==> config.mk <==
export PLATFORM = sky130hd
export DESIGN_NAME = mode_max_top
export DESIGN_NICKNAME = d
export VERILOG_FILES = /design/src/verilog/mode_pkg.sv /design/src/verilog/stream_fifo.sv /design/src/verilog/host_port.sv /design/src/verilog/mode_engine.sv /design/src/verilog/mode_max_top.sv
export SDC_FILE = /design/constraint.sdc
export NUM_CORES = 1
export LEC_CHECK = 0
export ABC_AREA = 1
export CAP_MARGIN = 20
export CORE_UTILIZATION = 45
export CTS_CLUSTER_SIZE = 40
export DETAILED_ROUTE_END_ITERATION = 10
export DONT_BUFFER_PORTS = 1
export GPL_ROUTABILITY_DRIVEN = 0
export PLACE_DENSITY_LB_ADDON = 0.08
export SLEW_MARGIN = 10
export SYNTH_ARGS = -nofsm -noshare
export SYNTH_HDL_FRONTEND = slang
export SYNTH_SLANG_ARGS = --single-unit
==> constraint.sdc <==
create_clock -name clk -period 5.1 [get_ports clk]
set_input_delay 0.255 -clock clk [delete_from_list [all_inputs] [get_ports clk]]
set_output_delay 0.255 -clock clk [all_outputs]
set_load 0.05 [all_outputs]
==> src/verilog/mode_pkg.sv <==
package mode_pkg;

	// ========================================
	// Sample geometry
	// ========================================

	localparam int sample_w = 4;
	localparam int num_samples = 5;
	localparam int num_values = 1 << sample_w; // One flag per possible value.

	typedef logic [sample_w-1:0] sample_t;

	// s0 sits in the low nibble, matching the bus write word.
	typedef struct packed {
		sample_t s4;
		sample_t s3;
		sample_t s2;
		sample_t s1;
		sample_t s0;
	} sample_set_t;

	// Count class of one value within a set.
	typedef enum logic [1:0] {
		none = 2'd0,
		once = 2'd1,
		twice = 2'd2,
		thrice = 2'd3 // Three or more.
	} count_class_t;

	typedef struct packed {
		count_class_t cls;
		sample_t mode;
	} mode_result_t;

	// ========================================
	// Bus map
	// ========================================

	localparam int wb_data_w = 32;
	localparam int wb_adr_w = 4;

	localparam logic [wb_adr_w-1:0] adr_samples = wb_adr_w'(0);
	localparam logic [wb_adr_w-1:0] adr_result = wb_adr_w'(1);

	// Layout of the result read word.
	localparam int rd_valid_bit = 8;
	localparam int rd_class_lsb = 4;
	localparam int rd_mode_lsb = 0;

	// ========================================
	// Buffering
	// ========================================

	localparam int set_fifo_depth = 8;
	localparam int result_fifo_depth = 8;

endpackage

==> src/verilog/stream_fifo.sv <==
module stream_fifo #(
	parameter type payload_t = logic [7:0],
	parameter int depth = 8
) (
	input  logic clk,
	input  logic rst_n,

	input  payload_t in_data,
	input  logic in_valid,
	output logic in_ready,

	output payload_t out_data,
	output logic out_valid,
	input  logic out_ready
);

	typedef logic [$clog2(depth)-1:0] ptr_t;
	typedef logic [$clog2(depth):0] cnt_t;

	payload_t mem [depth];

	ptr_t wr_ptr;
	ptr_t rd_ptr;
	cnt_t count;

	logic push;
	logic pop;

	assign in_ready = (count != cnt_t'(depth));
	assign out_valid = (count != '0);
	assign out_data = mem[rd_ptr]; // Head entry is shown as soon as it lands.

	assign push = in_valid & in_ready;
	assign pop = out_valid & out_ready;

	always_ff @(posedge clk) begin
		if (push) begin
			mem[wr_ptr] <= in_data;
		end
	end

	always_ff @(posedge clk or negedge rst_n) begin
		if (!rst_n) begin
			wr_ptr <= '0;
			rd_ptr <= '0;
			count <= '0;
		end else begin
			if (push) begin
				if (wr_ptr == ptr_t'(depth - 1)) begin
					wr_ptr <= '0;
				end else begin
					wr_ptr <= wr_ptr + 1'b1;
				end
			end
			if (pop) begin
				if (rd_ptr == ptr_t'(depth - 1)) begin
					rd_ptr <= '0;
				end else begin
					rd_ptr <= rd_ptr + 1'b1;
				end
			end
			// Push and pop in one cycle leave the count alone.
			case ({push, pop})
				2'b10: count <= count + 1'b1;
				2'b01: count <= count - 1'b1;
				default: count <= count;
			endcase
		end
	end

endmodule

==> src/verilog/host_port.sv <==
module host_port (
	input  logic clk,
	input  logic rst_n,

	// Wishbone classic slave.
	input  logic wb_cyc,
	input  logic wb_stb,
	input  logic wb_we,
	input  logic [mode_pkg::wb_adr_w-1:0] wb_adr,
	input  logic [mode_pkg::wb_data_w-1:0] wb_dat_w,
	output logic [mode_pkg::wb_data_w-1:0] wb_dat_r,
	output logic wb_ack,

	// Push side of the set FIFO.
	output mode_pkg::sample_set_t set_data,
	output logic set_valid,
	input  logic set_ready,

	// Pop side of the result FIFO.
	input  mode_pkg::mode_result_t res_data,
	input  logic res_valid,
	output logic res_ready
);

	logic req;
	logic hit_samples;
	logic hit_result;
	logic ack_next;
	logic [mode_pkg::wb_data_w-1:0] rd_word;

	// ========================================
	// Request decode
	// ========================================

	// A request is live until its ack goes out.
	assign req = wb_cyc & wb_stb & ~wb_ack;

	assign hit_samples = (wb_adr == mode_pkg::adr_samples);
	assign hit_result = (wb_adr == mode_pkg::adr_result);

	// Sample writes wait for room in the set FIFO and everything else acks at once.
	assign ack_next = req & (~(wb_we & hit_samples) | set_ready);

	// ========================================
	// Streams
	// ========================================

	assign set_data = mode_pkg::sample_set_t'(wb_dat_w[$bits(mode_pkg::sample_set_t)-1:0]);
	assign set_valid = req & wb_we & hit_samples; // Transfers in the cycle before ack.

	assign res_ready = req & ~wb_we & hit_result; // One pop per result read.

	always_comb begin
		rd_word = '0;
		if (res_ready && res_valid) begin
			rd_word[mode_pkg::rd_valid_bit] = 1'b1;
			rd_word[mode_pkg::rd_class_lsb +: $bits(mode_pkg::count_class_t)] = res_data.cls;
			rd_word[mode_pkg::rd_mode_lsb +: mode_pkg::sample_w] = res_data.mode;
		end
	end

	// ========================================
	// Ack and read data
	// ========================================

	always_ff @(posedge clk or negedge rst_n) begin
		if (!rst_n) begin
			wb_ack <= 1'b0;
		end else begin
			wb_ack <= ack_next;
		end
	end

	// Read data is captured with the ack and is only meaningful while ack is high.
	always_ff @(posedge clk) begin
		if (ack_next) begin
			wb_dat_r <= rd_word;
		end
	end

endmodule

==> src/verilog/mode_engine.sv <==
module mode_engine (
	input  logic clk,
	input  logic rst_n,

	input  mode_pkg::sample_set_t in_data,
	input  logic in_valid,
	output logic in_ready,

	output mode_pkg::mode_result_t out_data,
	output logic out_valid,
	input  logic out_ready
);

	typedef logic [$clog2(mode_pkg::num_samples + 1)-1:0] hits_t;

	mode_pkg::sample_t samples [mode_pkg::num_samples];
	logic [mode_pkg::num_values-1:0] hot [mode_pkg::num_samples];
	mode_pkg::count_class_t [mode_pkg::num_values-1:0] cls_next;

	logic s1_valid;
	mode_pkg::count_class_t [mode_pkg::num_values-1:0] s1_cls;

	logic thrice_hit;
	logic twice_hit;
	mode_pkg::sample_t thrice_val;
	mode_pkg::sample_t twice_val;
	mode_pkg::sample_t once_val;
	mode_pkg::mode_result_t sel;

	logic s2_valid;
	mode_pkg::mode_result_t s2_result;

	logic s1_en;
	logic s2_en;

	function automatic mode_pkg::count_class_t classify(input hits_t hits);
		case (hits)
			hits_t'(0): return mode_pkg::none;
			hits_t'(1): return mode_pkg::once;
			hits_t'(2): return mode_pkg::twice;
			default: return mode_pkg::thrice;
		endcase
	endfunction

	// ========================================
	// Stage 1: one-hot decode and count
	// ========================================

	assign samples[0] = in_data.s0;
	assign samples[1] = in_data.s1;
	assign samples[2] = in_data.s2;
	assign samples[3] = in_data.s3;
	assign samples[4] = in_data.s4;

	always_comb begin
		for (int i = 0; i < mode_pkg::num_samples; i++) begin
			hot[i] = '0;
			hot[i][samples[i]] = 1'b1;
		end
	end

	// Each value counts how many of the samples landed on it.
	always_comb begin
		hits_t hits;
		for (int v = 0; v < mode_pkg::num_values; v++) begin
			hits = '0;
			for (int i = 0; i < mode_pkg::num_samples; i++) begin
				hits = hits + hits_t'(hot[i][v]);
			end
			cls_next[v] = classify(hits);
		end
	end

	// ========================================
	// Stage 2: tiered priority select
	// ========================================

	// The scan ascends, so the last hit in each tier is the largest value.
	always_comb begin
		thrice_hit = 1'b0;
		twice_hit = 1'b0;
		thrice_val = '0;
		twice_val = '0;
		once_val = '0;
		for (int v = 0; v < mode_pkg::num_values; v++) begin
			case (s1_cls[v])
				mode_pkg::thrice: begin
					thrice_hit = 1'b1;
					thrice_val = mode_pkg::sample_t'(v);
				end
				mode_pkg::twice: begin
					twice_hit = 1'b1;
					twice_val = mode_pkg::sample_t'(v);
				end
				mode_pkg::once: once_val = mode_pkg::sample_t'(v);
				default: ;
			endcase
		end
	end

	always_comb begin
		if (thrice_hit) begin
			sel = '{cls: mode_pkg::thrice, mode: thrice_val};
		end else if (twice_hit) begin
			sel = '{cls: mode_pkg::twice, mode: twice_val};
		end else begin
			sel = '{cls: mode_pkg::once, mode: once_val}; // All distinct here.
		end
	end

	// ========================================
	// Stage control
	// ========================================

	// A stage loads when the one after it is empty or draining.
	assign s2_en = ~s2_valid | out_ready;
	assign s1_en = ~s1_valid | s2_en;
	assign in_ready = s1_en;

	assign out_valid = s2_valid;
	assign out_data = s2_result;

	always_ff @(posedge clk or negedge rst_n) begin
		if (!rst_n) begin
			s1_valid <= 1'b0;
			s2_valid <= 1'b0;
		end else begin
			if (s1_en) s1_valid <= in_valid;
			if (s2_en) s2_valid <= s1_valid;
		end
	end

	always_ff @(posedge clk) begin
		if (s1_en && in_valid) begin
			s1_cls <= cls_next;
		end
		if (s2_en && s1_valid) begin
			s2_result <= sel;
		end
	end

endmodule

==> src/verilog/mode_max_top.sv <==
module mode_max_top (
	input  logic clk,
	input  logic rst_n,
	input  logic wb_cyc,
	input  logic wb_stb,
	input  logic wb_we,
	input  logic [mode_pkg::wb_adr_w-1:0] wb_adr,
	input  logic [mode_pkg::wb_data_w-1:0] wb_dat_w,
	output logic [mode_pkg::wb_data_w-1:0] wb_dat_r,
	output logic wb_ack
);

	// Bus port to set FIFO.
	mode_pkg::sample_set_t set_in_data;
	logic set_in_valid;
	logic set_in_ready;

	// Set FIFO to engine.
	mode_pkg::sample_set_t set_out_data;
	logic set_out_valid;
	logic set_out_ready;

	// Engine to result FIFO.
	mode_pkg::mode_result_t res_in_data;
	logic res_in_valid;
	logic res_in_ready;

	// Result FIFO to bus port.
	mode_pkg::mode_result_t res_out_data;
	logic res_out_valid;
	logic res_out_ready;

	host_port host_port_inst (
		.clk(clk),
		.rst_n(rst_n),
		.wb_cyc(wb_cyc),
		.wb_stb(wb_stb),
		.wb_we(wb_we),
		.wb_adr(wb_adr),
		.wb_dat_w(wb_dat_w),
		.wb_dat_r(wb_dat_r),
		.wb_ack(wb_ack),
		.set_data(set_in_data),
		.set_valid(set_in_valid),
		.set_ready(set_in_ready),
		.res_data(res_out_data),
		.res_valid(res_out_valid),
		.res_ready(res_out_ready)
	);

	stream_fifo #(
		.payload_t(mode_pkg::sample_set_t),
		.depth(mode_pkg::set_fifo_depth)
	) set_fifo (
		.clk(clk),
		.rst_n(rst_n),
		.in_data(set_in_data),
		.in_valid(set_in_valid),
		.in_ready(set_in_ready),
		.out_data(set_out_data),
		.out_valid(set_out_valid),
		.out_ready(set_out_ready)
	);

	mode_engine mode_engine_inst (
		.clk(clk),
		.rst_n(rst_n),
		.in_data(set_out_data),
		.in_valid(set_out_valid),
		.in_ready(set_out_ready),
		.out_data(res_in_data),
		.out_valid(res_in_valid),
		.out_ready(res_in_ready)
	);

	stream_fifo #(
		.payload_t(mode_pkg::mode_result_t),
		.depth(mode_pkg::result_fifo_depth)
	) result_fifo (
		.clk(clk),
		.rst_n(rst_n),
		.in_data(res_in_data),
		.in_valid(res_in_valid),
		.in_ready(res_in_ready),
		.out_data(res_out_data),
		.out_valid(res_out_valid),
		.out_ready(res_out_ready)
	);

endmodule

==> Yosys cells after proc, flatten, opt, wreduce, memory -nomap -nowiden <==
Memories as Yosys holds them, arrays and structs flattened. A register that Yosys moved wholly into a read port is not among the register bits.
Index checks and enable logic that the tools add are counted.
{ "classes": {"muxes": 116, "add_sub_neg": 72, "magnitude_cmp": 10, "n_bitwise": 20, "reduce_logical": 30, "eq_ne": 90} }
{ "ops": {"columns": ["op", "n"], "rows": [
  ["3-bit by 1-bit adder with 3-bit output", 48],
  ["4-bit two-way mux", 25],
  ["2-bit case mux with 3 select lines", 16],
  ["2-bit == test, second input constant", 34],
  ["3-bit by 1-bit == test with 1-bit output, second input constant", 16],
  ["3-bit by 2-bit == test with 1-bit output, second input constant", 16],
  ["3-bit logical NOT", 16],
  ["3-bit two-way mux", 16],
  ["1-bit two-way mux", 45],
  ["2-bit by 1-bit == test with 1-bit output, second input constant", 17],
  ["1-bit by 1-bit adder with 2-bit output", 16],
  ["4-bit by 5-bit less-than comparator with 1-bit output, second input constant", 5],
  ["1-bit demux with 4-bit select", 5],
  ["4-bit by 1-bit >= comparator with 1-bit output, second input constant", 5],
  ["4-bit case mux with 2 select lines", 2],
  ["3-bit by 1-bit adder with 3-bit output, second input constant", 4],
  ["1-bit AND", 12],
  ["3-bit == test, second input constant", 4],
  ["2-bit two-way mux", 6],
  ["4-bit by 1-bit adder with 4-bit output, second input constant", 2],
  ["1-bit logical AND", 8],
  ["4-bit inequality test, second input constant", 2],
  ["4-bit nonzero test", 2],
  ["4-bit by 1-bit subtractor with 4-bit output, second input constant", 2],
  ["7 further kinds", 14]
]} }
{ "word_totals": {"out_inout_bits": 33, "inputBits": 41, "mem_bits_rw": 208, "ff_bits": 62, "memories": 2} }
{ "mem_list": {"columns": ["memory", "words", "width", "rd", "rd_clocked_by_memory_dff", "wr", "line_no", "rtl"], "rows": [
  ["set_fifo.mem", 8, 20, 1, 0, 1, "stream_fifo.sv:20", "payload_t mem [depth];"],
  ["result_fifo.mem", 8, 6, 1, 1, 1, "stream_fifo.sv:20", null]
]} }

==> Logic depth before layout (Yosys ltp) <==
{ "logic_depth": {"word_depth": 19, "mapped_depth": 20, "depth_no_buf": 18} }

==> By module <==
From an unflattened synthesis, not the netlist that was laid out.
{ "unflattened": {"hier_cells": 1673, "area_unflattened_um2": 14886.8} }
{ "modules_own_cells": {"columns": ["module", "cells_per_inst", "n_inst", "area_per_inst_um2"], "rows": [
  ["stream_fifo (set_fifo)", 778, 1, 7578.5],
  ["mode_engine", 516, 1, 3836.2],
  ["stream_fifo (result_fifo)", 295, 1, 2765.2],
  ["host_port", 84, 1, 706.9]
]} }

==> Worst setup path before layout <==
No wires, ideal clock.
{ "synth_path": {"kind": "flip-flop to flip-flop", "from": "register set_fifo.rd_ptr[0]", "to": "register mode_engine_inst.s1_cls[8] in the netlist's numbering, data pin", "path_slack_ns": 1.573, "arrival_ns": 3.264, "setup_ns": 0.264, "path_stages_with_launch": 20, "synth_period_minus_slack_ns": 3.527, "cell_sequence": "dfrtp_1 > buf_6 > inv_6 > buf_6 > buf_4 > nor2_1 > o32ai_1 > nand2_1 > o21ai_2 > inv_1 > nand2_2 > nor2_1 > ha_1 > inv_1 > fa_1 > inv_1 > ha_1 > fa_1 > a21oi_1 > o21ai_0"} }
{ "synth_rtl": {"columns": ["element", "line_no", "rtl"], "rows": [
  ["start, declared", "stream_fifo.sv:23", "ptr_t rd_ptr;"],
  ["start signal, assigned", "stream_fifo.sv:59", "rd_ptr <= rd_ptr + 1'b1;"],
  ["end signal, assigned", "mode_engine.sv:135", "s1_cls <= cls_next;"],
  ["end, declared", "mode_engine.sv:21", "mode_pkg::count_class_t [mode_pkg::num_values-1:0] s1_cls;"]
]} }

==> results.ini <==
[grt]
grt_max_degree = 83
grt_pass1_vias = 8553
overflow = 0
grt_pass1_wl_um = 44270
grtUsageTotal_pct = 18.04
antenna_found_initial = 0

[power_and_ir_drop]
p_per_area_nw_per_um2 = 625.3
vdd_ir_drop_max_uv = 283.3
p_total_mw = 9.703
leakage_nw = 6.293

[timing]
fin_crit_sh_pct = 81.53
hold_viol_final = 0
max_freq_mhz = 240.5
rsz0062_at_grt = false
whs_ns = 0.1260
setup_ws_ns = 0.9417
setup_viol = 0
fin_crit_ns = 4.158
slew_violations = 0
fin_skew_ns = 0.01071
finalSetupTns_ns = 0
tightestPinTransition_ns = 0.9100
slew_headroom_pct = 39.33

[placement]
placedCellCount = 1669
dp_hpwl_um = 18840
portBuffers = 0
dp_slack_ns = 0.9203
dpl_cell_area_um2 = 14340

[cells_and_area]
utilization_pct = 50.72
final_cells = 1745
insertedDiodeCount = 0
drive_gt1_share_pct = 12.68
final_cell_area_um2 = 15520
fin_nets = 1447
seq_area_um2 = 8175
areaGrowthSynthToFinish_pct = 10.70
fill_cells = 2709
multiInputGateArea_um2 = 4984

[clocking]
clk_pin_slew_ns = 0.06
cts_tree = yes
clockBufferDepth = 3
htreeDepth = 1
cts_resized = 0
cts_sinks = 276
root_buffer = clkbuf_16
clk_latency_ns = 0.55
numCtsBuffers = 29

[logic_synthesis]
synth_xor_area_share_pct = 0.3749
synth_top_family_by_area = simple AND/OR/NAND/NOR gates
netlist_instances = 1296
synthTopCellsByArea = edfxtp_1 (54%), nor2_1 (6.8%), nand2_1 (5.4%)
synth_edf_count = 253
synth_seq_cells = 276
synth_area_leader_cell = edfxtp_1
synth.avg_cell_area_um2 = 10.81
synth_fa_ha_area_share_pct = 8.963
async_reset_ff_share_pct = 8.333
synthFlopType = edfxtp_1
syn_area_um2 = 14020
ys_warn_count = 0
synth_top_area_share_pct = 54.20
synth_cell_type_count = 45
synth_compound_area_share_pct = 9.507
synth.area.mux_share_pct = 0
synthSimpleGateAreaFrac_pct = 15.76
yosysSeqAreaShare_pct = 58.31

[route]
ant_nets = 0
drt-initial-drc-count = 429
dr.pass1.iters = 5
avgRoutedWirePerCell_um = 15.84
drc = 0
wl_um = 27650
routed-via-count = 8752
viasPerCell = 5.015

[floorplan]
io_pins = 74
initial_core_util_pct = 45.82
die_area_um2 = 31860
core-area_um2 = 30590
die_h_um = 178.5
placementRows = 64
die_w_um = 178.5

[hold_path]
hold_class = in -> async

[setup_path]
cp-start-kind = flop
crit_required_ns = 5.38
worst-setup-path-type = reg -> reg
arrival_ns = 4.44
cp_max_fo = 45
endpoint_kind = flop

[run_status]
status = finished, final reports clean

[flow_run]
cap_viol_max_count = 0

==> state kept, by name (all words and copies together), names as in the netlist <==
signal,cells
mode_engine_inst.s1_valid,1
host_port_inst.wb_dat_r,7
result_fifo.mem,48
set_fifo.rd_ptr,3
set_fifo.wr_ptr,3
result_fifo.rd_ptr,3
mode_engine_inst.out_valid,1
result_fifo.wr_ptr,3
set_fifo.mem,160
mode_engine_inst.s1_cls,32
mode_engine_inst.out_data,6
result_fifo.count,4
host_port_inst.wb_ack,1
set_fifo.count,4
==> path summary, 6_finish.rpt <==
kind,start,to,slack [ns],cells after the start
max in group asynchronous,rst_n,set_fifo.rd_ptr[1]$_DFFE_PN0P_,4.80,2
min reg2reg,result_fifo.count[0]$_DFFE_PN0P_,result_fifo.count[0]$_DFFE_PN0P_,0.49,1
min in group clk,wb_stb,host_port_inst.wb_ack$_DFF_PN0_,0.15,4
min,rst_n,set_fifo.wr_ptr[0]$_DFFE_PN0P_,0.13,2
max,set_fifo.rd_ptr[1]$_DFFE_PN0P_,mode_engine_inst.s1_cls[4]$_DFFE_PP_,0.94,16
max reg2reg,set_fifo.rd_ptr[1]$_DFFE_PN0P_,mode_engine_inst.s1_cls[4]$_DFFE_PP_,0.94,16
==> layout make-up <==
cell class | instances | share of cell area [%]
clock buffers | 40 | 5.072
inverters | 145 | 3.540
clock inverters | 14 | 0.9999
well taps | 396 | 3.193
multi-input cells | 835 | 32.12
repair buffers | 39 | 2.387
flip-flops and latches | 276 | 52.69
==> layer usage <==
metal	GRT usage, %	part of all wire (%)
met1	23.11	45
met2	31.77	49
met3	2.664	4.2
met4	4.767	2.0
met5	0	0
==> synth_stat cells, types with 2 or more instances <==
library cell / n
nor3_2: 4
o21ai_4: 4
nor2_4: 4
xnor2_1: 2
inv_1: 126
nand2_1: 200
clkbuf_1: 11
o32ai_1: 33
a21oi_1: 9
o21ai_1: 3
xor2_1: 4
o22ai_1: 6
dfrtp_1: 23
nand2_2: 7
nor2_2: 4
o21ai_2: 16
nor2_1: 255
buf_6: 9
a31oi_1: 11
a211oi_1: 3
o21ai_0: 91
buf_1: 2
nor4_1: 2
ha_1: 46
fa_1: 34
nor4_2: 2
or2_2: 34
inv_2: 18
edfxtp_1: 253
o21bai_1: 2
nor3_1: 9
o32ai_2: 7
buf_2: 10
nand3_1: 9
o211ai_1: 2
buf_4: 32
==> where the power goes <==
group	switching, mW	total [mW]	internal (mW)
clock network	0.831	2.06	1.23
registers	0.259	3.29	3.03
logic	2.87	4.35	1.48
==> kinds of logic (layout without fill, tap and decap cells) <==
group,count (synthesis),in the layout
buffers and inverters,209,238
XOR/XNOR,6,6
other,1,25
AO/OA/AOI/OAI,193,193
AND/OR/NAND/NOR,531,531
flip-flops,276,276
adder cells (fa/ha/maj),80,80
==> repair_timing <==
| action | 4_1_cts | 5_1_grt |
|---|---|---|
| hold buffers | 22 | 0 |
| endpoints found under the hold margin | 183 | 0 |
| setup buffers | 0 | 0 |
==> critical path, stage by stage (launching register included) <==
cell and delay [ns]:
dfrtp_2 0.89, buf_4 0.34, o21ai_0 0.11, o32ai_1 0.12, nand2_1 0.10, o21ai_2 0.12
inv_1 0.08, nand2_1 0.18, nor2_1 0.06, ha_1 0.27, inv_1 0.05, fa_1 0.52
inv_1 0.04, ha_1 0.19, fa_1 0.47, a21oi_1 0.19, o21ai_0 0.13
==> placed cells by master (no fill, tap or decap), drive strengths merged, types with 11 or more instances in the layout <==
cell,instances
buf,18
inv,146
edfxtp,253
nor3,13
dlygate4sd3,21
o32ai,40
o21ai,114
clkbuf,40
ha,46
or2,34
nor2,263
dfrtp,23
fa,34
a31oi,11
conb,25
nand2,207
Note: power is estimated with default switching activity, not from simulation.
